## config.mk

```make
export PLATFORM = sky130hd
export DESIGN_NAME = line_array
export DESIGN_NICKNAME = d
export VERILOG_FILES = /design/src/line_array.sv
export SDC_FILE = /design/constraint.sdc
export NUM_CORES = 1
export LEC_CHECK = 0
export BUFFER_PORTS_ARGS = -buffer_cell sky130_fd_sc_hd__buf_4
export CAP_MARGIN = 20
export CELL_PAD_IN_SITES_DETAIL_PLACEMENT = 1
export CELL_PAD_IN_SITES_GLOBAL_PLACEMENT = 1
export CORE_MARGIN = 8
export CORE_UTILIZATION = 34
export DETAILED_ROUTE_END_ITERATION = 10
export PLACE_DENSITY_LB_ADDON = 0.1
export SLEW_MARGIN = 10
export SYNTH_ARGS = -nofsm -noshare
export SYNTH_HDL_FRONTEND = slang
export SYNTH_SLANG_ARGS = --single-unit
```

## constraint.sdc

```tcl
create_clock -name clk -period 1.65 [get_ports clk]
set_input_delay 0.4125 -clock clk [delete_from_list [all_inputs] [get_ports clk]]
set_output_delay 0.4125 -clock clk [all_outputs]
set_load 0.03 [all_outputs]
```

## src/line_array.sv

```systemverilog
`timescale 1ns/1ps
`default_nettype none

module line_array #(
    parameter type entry_t = logic,
    parameter int  INDEX_W = 4
) (
    input  wire                clk,
    input  wire                rst_b,
    input  wire  [INDEX_W-1:0] index,
    input  wire                we,
    input  wire  entry_t       wentry,
    output entry_t             rentry
);

    localparam int DEPTH = 2 ** INDEX_W;

    entry_t lines [DEPTH];

    // Clearing every entry drops all valid bits in the tag array
    always_ff @(posedge clk or negedge rst_b) begin
        if (!rst_b) begin
            for (int i = 0; i < DEPTH; i++) begin
                lines[i] <= '0;
            end
        end else if (we) begin
            lines[index] <= wentry;
        end
    end

    // Asynchronous read
    assign rentry = lines[index];

endmodule

`default_nettype wire

```

==> results.md <==
- First-pass GRT wire length: 3.456 mm
- Overall Global Routing Usage: 10.38%
- Initial antenna violation count: 0
- Syn Inst Count: 71
- Hold Path Sink: lines[4]$_DFFE_PN0P_
- Mapped cell area: 857.1 sq um
- Hold Fails Final Rpt: 0
- Final critical-path setup slack: -0.3677 ns
- Worst R2R Setup Slack: 0.77 ns
- Clock Skews: 0 ns
- Synth cell types: 15
- Layout cells sized above 1: 46.99%
- Synth-to-layout area growth: 18.69%
- Hold Crit Start: wentry
- DIE HEIGHT: 66.21 um
- Final Max Slew Viols: 0
- Full die area: 4383 sq um
- Mean area per synthesized cell: 12.07 sq um
- Startpoint Class: register
- Vias in the first global route: 684
- Routed wire length: 1.967 mm
- Global route total overflow: 0
- Crit path time final: 2.018 ns
- CP max stage cell: mux4_2
- N_diodes: 0
- Max Cap Viol: 0
- Most frequent cells in the layout: mux2_2 (16), dfrtp_1 (16), buf_4 (11)
- Largest net degree at the start of global routing: 17
- TritonRoute pass-1 iters: 2
- Clock Tree Buf Depth: 2
- Sequential share of the synthesized area: 46.72%
- Iteration-0 DRC count of the detailed router: 32
- Core ar.: 2432 sq um
- Pre-CTS WS: -0.3102 ns
- Largest register FFs: 16
- Hold depth: 2
- DRT antenna net count: 0
- Wire per inst: 17.41 um
- Final setup fails: 1
- Outcome: finished with violations
- Detail Placement HPWL: 1.371 mm
- R2r startpoint: lines[12]$_DFFE_PN0P_
- CP Cell Sequence: mux4_2 -> a22oi_2 -> nand3_4 -> buf_6
- Critical path endpoint category: output pin
- Final nets: 92
- WHS: 0.4879 ns
- # H-tree levels: 1
- Worst path required time: 1.24 ns
- DR vias: 581
- Boundary pin count: 9
- Num CTS Buffers: 3
- Peak VDD IR: 0.4991 mV
- Worst path arrival time: 1.61 ns
- Hold WC Path Type: primary input to register
- Crit path max fanout: 2
- Clk sink count: 16
- RSZ-0062 raised after global routing: yes
- Clock transition at the registers of the reported paths: 0.11 ns
- Syn nets: 79
- Root Buffer: clkbuf_4
- Die width: 66.21 um
- Initial core utilization: 35.24%
- Row count: 18
- RD Place Congestion: 0.6964
- Worst Max-Slew Pin Slew: 0.3163 ns
- Number of remaining DRC errors: 0
- Relative slew slack: 78.82%
- Top reg by flops: lines
- Reg2Reg Depth: 2
- Max Clock Freq: 495.6 MHz
- Synth Register Bits: 16
- Via density per instance: 5.142
- Cell Pwr Density: 1048 nW/um^2
- Crit Path Class: register to output pin
- Crit path largest cell delay: 0.47 ns
- CTS tree: done
- Failing checks: negative setup slack
- Pleak: 0.0004242 uW
- Final Cycle Share: 122.3%
- Ys Warns: 0
- Filler cells: 264
- Port bufs: 8
- Clock latency on the worst-skew pair: 0.29 ns
- Largest regs: lines: 16 flops
- Reg-to-Reg End: lines[12]$_DFFE_PN0P_
==> power breakdown <==
part	internal [uW]	total [uW]	switching (uW)
combinational	160	265	104
sequential	483	528	45.1
clock	135	273	139
==> critical path, delay by kind of cell, from the launching register on <==
kind,cells,cell delay (ns)
muxes,1,0.47
and+or+nand+nor,1,0.08
DFF,1,0.39
buffers and inverters,1,0.14
AOI/OAI and AO/OA,1,0.21
==> per-layer routing <==
metal / GRT usage (%) / share of wire (%) / vias up
met5: 0 / 0 / -
met4: 2.400 / 0.25 / 0
met3: 4.068 / 4.6 / 2
met2: 17.13 / 47 / 9
met1: 12.31 / 48 / 293
li1: - / - / 277
==> how the worst max path moves through the flow <==
stage / end / start / cells past startpoint / slack, ns
floorplan: rentry / index[0] / 4 / -0.14
global placement: rentry / index[0] / 5 / -0.31
detailed placement: rentry / index[0] / 5 / -0.31
CTS: rentry / lines[5]$_DFFE_PN0P_ / 4 / -0.38
global route: rentry / lines[12]$_DFFE_PN0P_ / 4 / -0.44
finish: rentry / lines[12]$_DFFE_PN0P_ / 4 / -0.37
==> stage by stage <==
stage	util (%)	power, uW	TNS, ns	std cells	area, sq um
global route	41.82	1134	-0.4438	113	1017
global placement	39.45	783.1	-0.3111	107	959.7
CTS	41.82	1081	-0.3797	113	1017
floorplan	-	713.3	-0.1412	71	878.3
finish	41.82	1066	-0.3677	113	1017
detailed placement	39.45	789.9	-0.3102	107	959.7
==> layout make-up <==
type	count	area (sq um)	share of cell area [%]
well taps	30	37.54	3.690
flip-flops and latches	16	400.4	39.36
multi-input cells	50	439.2	43.17
repair buffers	13	103.9	10.21
clock buffers	4	36.28	3.567
==> kinds of logic (layout without fill, tap and decap cells) <==
family / after synthesis / in the layout / synth area share [%]
flops: 16 / 16 / 46.71
simple gates: 29 / 29 / 16.79
mux: 20 / 20 / 31.53
buf+inv: 5 / 17 / 3.503
compound gates: 1 / 1 / 1.460
==> cell usage after synthesis <==
| cell | n | area (sq um) |
|---|---|---|
| dfrtp_1 | 16 | 400.4 |
| mux2_2 | 16 | 180.2 |
| nor2_1 | 10 | 37.54 |
| nand2_1 | 5 | 18.77 |
| mux4_2 | 4 | 90.09 |
| nand3_1 | 4 | 20.02 |
| buf_2 | 3 | 15.01 |
| nor3_1 | 3 | 15.01 |
| nand2b_1 | 2 | 12.51 |
| nand3b_1 | 2 | 15.01 |
| nor2b_1 | 2 | 12.51 |
| a22oi_2 | 1 | 12.51 |
| buf_6 | 1 | 11.26 |
| clkbuf_1 | 1 | 3.750 |
| nor3b_2 | 1 | 12.51 |
==> timing repair <==
action,4_1_cts,5_1_grt
buffers inserted,1,0
gates resized for setup,1,0
gates cloned,0,0
pin swaps,1,0
hold buffers,1,0
endpoints found under the setup margin,1,1
endpoints found under the hold margin,16,0
(Power assumes the default switching activity.)
