File: config.mk
export PLATFORM = sky130hd
export DESIGN_NAME = cache_datapath
export DESIGN_NICKNAME = d
export VERILOG_FILES = /design/src/dcache_pkg.sv /design/src/cache_datapath.sv
export SDC_FILE = /design/constraint.sdc
export NUM_CORES = 1
export LEC_CHECK = 0
export BUFFER_PORTS_ARGS = -buffer_cell sky130_fd_sc_hd__buf_2
export CORE_AREA = 2 2 96 98
export DETAILED_ROUTE_END_ITERATION = 12
export DIE_AREA = 0 0 98 100
export SETUP_SLACK_MARGIN = 0.4
export SLEW_MARGIN = 20
export SYNTH_ARGS = -nofsm -noshare
export SYNTH_HDL_FRONTEND = slang
export SYNTH_SLANG_ARGS = --single-unit
File: constraint.sdc
create_clock -name vclk -period 2.55
set_clock_uncertainty 0.2 [all_clocks]
set_input_delay 0.255 -clock vclk [all_inputs]
set_output_delay 0.255 -clock vclk [all_outputs]
set_load 0.01 [all_outputs]
File: src/dcache_pkg.sv
`default_nettype none

package dcache_pkg;

    // ====================
    // Sizes
    // ====================
    localparam int ADDR_W  = 10;
    localparam int INDEX_W = 4;
    localparam int DATA_W  = 32;
    localparam int TAG_W   = ADDR_W - INDEX_W;

    // MIPS primary opcodes
    localparam logic [5:0] OP_LW = 6'b100011;
    localparam logic [5:0] OP_SW = 6'b101011;

    // ====================
    // Types
    // ====================
    typedef struct packed {
        logic             valid;
        logic             dirty;
        logic [TAG_W-1:0] tag;
    } tag_entry_t;

    typedef struct packed {
        logic [5:0]        opcode;
        logic [ADDR_W-1:0] addr;
        logic [DATA_W-1:0] wdata;
    } cpu_req_t;

    typedef struct packed {
        logic              start;
        logic              we;
        logic [ADDR_W-1:0] addr;
        logic [DATA_W-1:0] wdata;
    } mem_req_t;

    typedef struct packed {
        logic              ready;
        logic [DATA_W-1:0] rdata;
    } mem_rsp_t;

    typedef enum logic [1:0] {
        COMPARE,
        WRITEBACK,
        REFILL
    } ctrl_state_t;

endpackage

`default_nettype wire

File: src/cache_datapath.sv
`timescale 1ns/1ps
`default_nettype none

module cache_datapath #(
    parameter int ADDR_W  = 10,
    parameter int INDEX_W = 4,
    parameter int DATA_W  = 32
) (
    input  wire  dcache_pkg::cpu_req_t   req,
    input  wire  dcache_pkg::tag_entry_t rtag,
    input  wire  [DATA_W-1:0]            rdata_line,
    input  wire                          cache_in_select,
    input  wire                          mem_in_select,
    input  wire                          mem_start,
    input  wire                          mem_we,
    input  wire  dcache_pkg::mem_rsp_t   mem_rsp,
    output logic                         hit,
    output logic                         dirty,
    output logic [INDEX_W-1:0]           index,
    output dcache_pkg::tag_entry_t       wtag,
    output logic [DATA_W-1:0]            wdata_line,
    output dcache_pkg::mem_req_t         mem_req,
    output logic [DATA_W-1:0]            rdata
);

    localparam int TAG_W = ADDR_W - INDEX_W;

    logic [TAG_W-1:0]  req_tag;
    logic [ADDR_W-1:0] victim_addr;

    assign index   = req.addr[INDEX_W-1:0];
    assign req_tag = req.addr[ADDR_W-1:INDEX_W];

    // ====================
    // Lookup
    // ====================
    assign hit   = rtag.valid && (rtag.tag == req_tag);
    // Only meaningful on a miss, where the line is the victim
    assign dirty = rtag.valid && rtag.dirty;

    // ====================
    // Array write data
    // ====================
    always_comb begin
        wtag.valid = 1'b1;
        wtag.dirty = cache_in_select;
        wtag.tag   = req_tag;
    end

    assign wdata_line = cache_in_select ? req.wdata : mem_rsp.rdata;

    // ====================
    // Memory request
    // ====================
    assign victim_addr = {rtag.tag, index};

    always_comb begin
        mem_req.start = mem_start;
        mem_req.we    = mem_we;
        mem_req.addr  = mem_in_select ? victim_addr : req.addr;
        // Victim word goes out on write-back
        mem_req.wdata = rdata_line;
    end

    // Load data straight from the line
    assign rdata = rdata_line;

endmodule

`default_nettype wire

==> results.json <==
{
  "p_int_mw": 0.151,
  "p_switching_mw": 0.101,
  "dieArea_sq_um": 9800,
  "rsz0062_at_grt": "false",
  "leakagePower_nw": 0.815,
  "drt_first_pass_iters": 3,
  "fill_cells": 1016,
  "synth.avg_cell_area_sq_um": 9.69,
  "fp-row-count": 35,
  "dpl_worst_slack_ps": 738,
  "viasPerCell": 3.28,
  "cts_hold_buf": 0,
  "seq_power_share_pct": 0,
  "io_buffer_count": 127,
  "clock_buffers": 0,
  "fin_cells": 287,
  "synth_top_area_share_pct": 47.1,
  "drt_iter0_drc": 3,
  "crit_required_ps": 2100,
  "final_util_pct": 15.9,
  "yosysUniqueCellTypes": 12,
  "io_pins": 247,
  "worst_slack_ps": 760,
  "drv_slew": 0,
  "synth_area_sq_um": 1310,
  "synthTopCellsByCount": "82 x buf_4, 30 x mux2_4, 8 x mux2_2",
  "p_comb_share_pct": 100.0,
  "grt_pass1_vias": 865,
  "grt_first_pass_wirelength_mm": 4.21,
  "nNetsFinal": 303,
  "synth_top_area_cell": "buf_4",
  "layout-drive-gt1-share_pct": 94.3,
  "hp-class": "in2out",
  "p_clk_share_pct": 0,
  "arrival_ps": 1340,
  "report.power.total_mw": 0.251,
  "seq_cell_count": 0,
  "start_kind": "primary input",
  "switching_share_pct": 40.0,
  "yosysMostFrequentCell": "buf_4",
  "die_x_um": 98,
  "syn_inst": 135,
  "gp_congestion": 0.637,
  "critPathMaxFanout": 20,
  "timing_worst_setup_path_type": "in2out",
  "p_per_area_nw_per_um2": 178,
  "start_util_pct": 14.7,
  "netlist_top_cells_area": "buf_4 47%, mux2_4 34%, mux2_2 6.9%, buf_12 4.6%, xnor2_1 2.0%",
  "track_usage_pct": 5.08,
  "drc": 0,
  "avgRoutedWirePerCell_um": 10.6,
  "ant_nets": 0,
  "syn_nets": 260,
  "yosysSeqAreaShare_pct": 0,
  "antenna_found_initial": 0,
  "setup_violations": 0,
  "ctsResizeCount": 0,
  "fmax_mhz": 559,
  "ir_drop_mv": 0.0699,
  "grt_start_max_net_pins": 21,
  "coreArea_sq_um": 8890,
  "fin_crit_ps": 1790,
  "post_cts_buffers": 0,
  "yosysWarningCount": 0,
  "seq_area_sq_um": 0,
  "hold_viol": 0,
  "post-route-period-util_pct": 70.2,
  "antennaDiodeCount": 0,
  "maxCapViolations": 0,
  "dp.cells": 287,
  "synthToLayoutAreaGrowth_pct": 7.85,
  "num_vias": 940,
  "crit_path_end_kind": "output pin",
  "wirelength_mm": 3.04,
  "fin_tns_setup_ps": 0,
  "status": "completed",
  "gr-total-overflow": 0,
  "die_height_um": 100
}
==> path summary, 6_finish.rpt <==
kind | startpoint | to | cells past startpoint
setup / recovery | cache_in_select | wdata_line[15] | 4
hold / removal | rdata_line[19] | mem_req[19] | 0
==> cell usage in the layout, fill, tap and decap left out, drive strengths merged <==
master and instances:
and2 1, buf 128, conb 1, mux2 38, nand4 1, nor4 1
xnor2 3, xor2 3
==> cells by family after synthesis <==
group / after synthesis / share of synthesized area [%]
xor+xnor: 6 / 4.02
buf+inv: 87 / 52.9
mux: 38 / 41.3
other cells: 1 / 0.287
simple gates: 3 / 1.44
==> layout make-up <==
class                      instances  area [sq um]  share of cell area, %
timing repair buffer             128           656                   46.5
multi-input combinational         48           616                   43.7
tap                              111           139                   9.85
==> metal layers <==
layer  part of all wire (%)  track usage, %
met2                     48            7.90
met4                    8.4            4.81
met5                      0               0
met3                    9.7           0.766
met1                     34            5.97
==> power by group through the flow <==
stage,combinational (mW),clock (mW),sequential (mW)
final,0.251,0,0
after global routing,0.272,0,0
after CTS,0.255,0,0
after detailed placement,0.254,0,0
after global placement,0.251,0,0
after floorplan,0.269,0,0
==> critical path, stage by stage <==
cell and delay, ps:
buf_2 360, buf_12 250, mux2_4 320, buf_2 140
==> per-stage QoR <==
stage | hold slack, ps | instance area [sq um]
after global routing | 310 | 1410
after CTS | 310 | 1410
after floorplan | 402 | 1310
final | 310 | 1410
after global placement | 310 | 1410
after detailed placement | 310 | 1410
No activity file was read; power rests on OpenSTA's default activity.
