`config.mk`:
```
export PLATFORM = sky130hd
export DESIGN_NAME = cache_ctrl
export DESIGN_NICKNAME = d
export VERILOG_FILES = /design/src/dcache_pkg.sv /design/src/cache_ctrl.sv
export SDC_FILE = /design/constraint.sdc
export NUM_CORES = 1
export LEC_CHECK = 0
export ABC_AREA = 0
export CELL_PAD_IN_SITES_DETAIL_PLACEMENT = 0
export CELL_PAD_IN_SITES_GLOBAL_PLACEMENT = 1
export CORE_AREA = 2 2 39 41
export CTS_CLUSTER_SIZE = 16
export DETAILED_ROUTE_END_ITERATION = 7
export DIE_AREA = 0 0 41 43
export DONT_BUFFER_PORTS = 1
export PLACE_DENSITY = 0.5
export SETUP_SLACK_MARGIN = 0.1
export SLEW_MARGIN = 5
export SYNTH_ARGS = -nofsm -noshare
export SYNTH_HDL_FRONTEND = slang
export SYNTH_SLANG_ARGS = --single-unit
```
`constraint.sdc`:
```
create_clock -name clk -period 1.5 [get_ports clk]
set_input_delay 0.15 -clock clk [delete_from_list [all_inputs] [get_ports clk]]
set_output_delay 0.15 -clock clk [all_outputs]
set_load 0.05 [all_outputs]
```
`src/dcache_pkg.sv`:
```
`default_nettype none

package dcache_pkg;

    // ====================
    // Sizes
    // ====================
    localparam int ADDR_W  = 10;
    localparam int INDEX_W = 4;
    localparam int DATA_W  = 32;
    localparam int TAG_W   = ADDR_W - INDEX_W;

    // MIPS primary opcodes
    localparam logic [5:0] OP_LW = 6'b100011;
    localparam logic [5:0] OP_SW = 6'b101011;

    // ====================
    // Types
    // ====================
    typedef struct packed {
        logic             valid;
        logic             dirty;
        logic [TAG_W-1:0] tag;
    } tag_entry_t;

    typedef struct packed {
        logic [5:0]        opcode;
        logic [ADDR_W-1:0] addr;
        logic [DATA_W-1:0] wdata;
    } cpu_req_t;

    typedef struct packed {
        logic              start;
        logic              we;
        logic [ADDR_W-1:0] addr;
        logic [DATA_W-1:0] wdata;
    } mem_req_t;

    typedef struct packed {
        logic              ready;
        logic [DATA_W-1:0] rdata;
    } mem_rsp_t;

    typedef enum logic [1:0] {
        COMPARE,
        WRITEBACK,
        REFILL
    } ctrl_state_t;

endpackage

`default_nettype wire

```
`src/cache_ctrl.sv`:
```
`timescale 1ns/1ps
`default_nettype none

module cache_ctrl (
    input  wire        clk,
    input  wire        rst_b,
    input  wire  [5:0] opcode,
    input  wire        hit,
    input  wire        dirty,
    input  wire        mem_ready,
    output logic       cache_we,
    output logic       cache_in_select,
    output logic       mem_in_select,
    output logic       mem_start,
    output logic       mem_we,
    output logic       done,
    output logic       stall
);

    dcache_pkg::ctrl_state_t state;
    dcache_pkg::ctrl_state_t state_next;

    logic is_lw;
    logic is_sw;
    logic mem_op;

    assign is_lw  = (opcode == dcache_pkg::OP_LW);
    assign is_sw  = (opcode == dcache_pkg::OP_SW);
    assign mem_op = is_lw || is_sw;

    // ====================
    // Next state and outputs
    // ====================
    always_comb begin
        state_next      = state;
        cache_we        = 1'b0;
        cache_in_select = 1'b0;
        mem_in_select   = 1'b0;
        mem_we          = 1'b0;
        done            = 1'b0;
        stall           = 1'b0;

        case (state)
            dcache_pkg::COMPARE: begin
                if (mem_op) begin
                    if (hit) begin
                        done = 1'b1;
                        // Store hit writes the word and marks the line dirty
                        if (is_sw) begin
                            cache_we        = 1'b1;
                            cache_in_select = 1'b1;
                        end
                    end else begin
                        stall = 1'b1;
                        if (dirty) begin
                            state_next = dcache_pkg::WRITEBACK;
                        end else begin
                            state_next = dcache_pkg::REFILL;
                        end
                    end
                end
            end

            dcache_pkg::WRITEBACK: begin
                // Victim address and write enable held for the whole access
                stall         = 1'b1;
                mem_in_select = 1'b1;
                mem_we        = 1'b1;
                if (mem_ready) begin
                    state_next = dcache_pkg::REFILL;
                end
            end

            dcache_pkg::REFILL: begin
                stall = 1'b1;
                if (mem_ready) begin
                    // Read data is valid now, fill the line clean
                    cache_we   = 1'b1;
                    state_next = dcache_pkg::COMPARE;
                end
            end

            default: begin
                state_next = dcache_pkg::COMPARE;
            end
        endcase
    end

    // ====================
    // State register
    // ====================
    always_ff @(posedge clk or negedge rst_b) begin
        if (!rst_b) begin
            state     <= dcache_pkg::COMPARE;
            mem_start <= 1'b0;
        end else begin
            state <= state_next;
            // One start pulse in the first cycle of each memory phase
            mem_start <= (state_next != state) && (state_next != dcache_pkg::COMPARE);
        end
    end

endmodule

`default_nettype wire

```
==> flow_summary.ini <==
[clock_network]
htree_levels = 1
clock-sinks = 3
root_buffer = clkbuf_4
cts_tree = done
cts_inserted_buffers = 3
cts_buffer_depth = 2
clkLatencyLatePin_ps = 230
cts.reportedPaths.clkPinSlew_ps = 40

[sta]
slew_viol_final = 0
slew_headroom_pct = 61.91
setup-violations-final = 1
period_needed_ps = 1502
max_freq_ghz = 0.6659
hold_viol_final = 0
fin_crit_sh_pct = 100.1
worst_pin_slew_ps = 567.0
grt_setup_unrepaired = yes
finClkSkew_ps = 0.7103
hold-worst-slack_ps = 170.3
setup_ws_ps = -1.773

[placement]
dp_slack_ps = 22.39
gp_congestion = 0.6859
placed_cell_area_sq_um = 481.7
dp_hpwl_microns = 722.7
io_buffers = 0

[finish]
fillers = 143
register_area_sq_um = 76.32
final_common_cell = buf_4
mostFrequentLayoutCells = buf_4, buf_6, nand2_1
drive_above_1_share_pct = 53.13
utilization_pct = 47.11
syn_to_final_growth_pct = 90.84
multi_input_area_sq_um = 327.8
diodes = 0
fin_area_sq_um = 651.9
nNetsFinal = 80

[global_route]
grt_pass1_wl_microns = 1538
overflow = 0
gr-usage-all-layers_pct = 12.35
antenna_found_initial = 0
grt_pass1_vias = 347
grt_start_max_net_pins = 6

[pwr]
p_per_area_mw_per_mm2 = 1704
power_frac_clock_pct = 12.5
peakVddDrop_mv = 0.7382
pwr-share-comb_pct = 72.7
power_switching_share_pct = 43.03
p_int_mw = 0.6329
p_seq_share_pct = 14.9
p_leak_nw = 0.2785
switching_power_mw = 0.4780

[yosys]
synth-compound-area-share_pct = 28.94
synth_top_flop_cell = dfrtp_1
synth-edff-count = 0
ys_async_sr_fraction_pct = 100.0
synth_top_family_by_area = compound AO/OA/AOI/OAI gates
syn_nets = 58
ys_seq_elements = 3
synth_xor_area_share_pct = 0
synthAdderAreaFrac_pct = 14.65
synth_mux_area_share_pct = 0
yosysSeqAreaShare_pct = 21.98
syn_inst = 43
synth_warnings = 0
yosysUniqueCellTypes = 22
synth-simple-area-share_pct = 27.84
syn_avg_cell_area_sq_um = 7.944
syn-cell-area_sq_um = 341.6

[setup_path]
worstSetupEndpointType = flop
worstPathArrival_ps = 1640
path_class = reg2reg
r2r_slack_ps = -2
critPathLaunchType = flop
r2r-start = state[0]$_DFF_PN0_
crit_fanout = 5
r2r_cells = 6
crit_required_ps = 1630
r2r-end = mem_start$_DFF_PN0_

[drt]
drt-total-wl_microns = 996
route.detailed.drc = 0
drtIter0Drc = 6
num_vias = 410
final_antenna_net_count = 0
drt-pass1-iter-count = 4
post_drt_via_cell_ratio = 5.125
wl_per_cell_microns = 12.45

[run_status]
violations = setup timing
outcome = finished with violations

[floorplanning]
core-area_sq_mm = 0.001384
initial_core_util_pct = 24.68
fp-row-count = 14
die_area_sq_mm = 0.001763
pin_count = 18
die_x_microns = 41
die_y_microns = 43

[min_path]
hp-class = in2async

[run]
maxCapViolations = 0
routing by layer:
layer	wire length (microns)	share of wire (%)	GRT usage [%]	vias to the layer above
met1	396	40	16.72	185
li1	-	-	-	204
met5	0	0	0	-
met2	529	53	19.38	21
met4	0	0	2.000	0
met3	69	6.9	3.141	0
stage by stage:
| step | std cells | power (mW) | setup TNS [ps] |
|---|---|---|---|
| CTS | 78 | 1.042 | -52.74 |
| floorplan | 43 | 0.5597 | 0 |
| global placement | 67 | 0.7507 | 0 |
| detailed placement | 67 | 0.7430 | 0 |
| global route | 80 | 1.185 | -245.3 |
| finish | 80 | 1.111 | -1.773 |
critical path, stage by stage (launching register included):
cell and delay, ps:
dfrtp_2 420, inv_4 80, ha_4 150, buf_4 120, or2b_1 230, o32a_1 310
o32ai_2 100
worst max path at each step:
stage	endpoint	depth (start not counted)	start	slack, ps
final	mem_start$_DFF_PN0_	6	state[0]$_DFF_PN0_	-2
after global routing	mem_start$_DFF_PN0_	6	state[1]$_DFF_PN0_	-100
after CTS	stall	6	state[0]$_DFF_PN0_	-30
after detailed placement	mem_start$_DFF_PN0_	6	state[0]$_DFF_PN0_	20
after global placement	mem_start$_DFF_PN0_	6	state[0]$_DFF_PN0_	50
after floorplan	mem_start$_DFF_PN0_	6	state[1]$_DFF_PN0_	80
logic make-up after synthesis:
group / count (synthesis)
adder cells (fa/ha/maj): 4
AO/OA/AOI/OAI: 13
buffers and inverters: 5
flip-flops: 3
AND/OR/NAND/NOR: 18
synth_stat cells (2+ instances only):
library cell	n	share of area [%]
nor3_1	3	4.4
o21bai_1	2	4.4
and3_1	2	3.7
ha_1	4	15
a21oi_1	2	2.9
a31oi_1	3	5.5
dfrtp_1	3	22
nand2_1	4	4.4
nor2_1	4	4.4
inv_1	4	4.4
state kept, by name (all words and copies together) (netlist names):
| signal | count |
|---|---|
| mem_start | 1 |
| state | 2 |
power by group through the flow:
stage	Combinational [mW]	Sequential, mW	Clock (mW)
final	0.807	0.165	0.138
after CTS	0.736	0.164	0.143
after global routing	0.869	0.169	0.147
after floorplan	0.385	0.175	0
after detailed placement	0.570	0.173	0
after global placement	0.579	0.172	0
cell type report:
class / instances / share of cell area, %
timing repair buffer: 18 / 28.21
sequential: 3 / 11.71
inverter: 4 / 2.687
clock buffer: 4 / 4.031
tap: 16 / 3.071
multi-input combinational: 35 / 50.29
timing repair:
| action | in CTS | in global routing |
|---|---|---|
| hold buffers | 1 | 0 |
| setup endpoints to repair | 6 | 9 |
| endpoints found under the hold margin | 3 | 0 |
| resized for setup | 8 | 8 |
| pin swaps | 3 | 5 |
| buffers inserted | 6 | 2 |
Power figures use the tool's default switching activity.
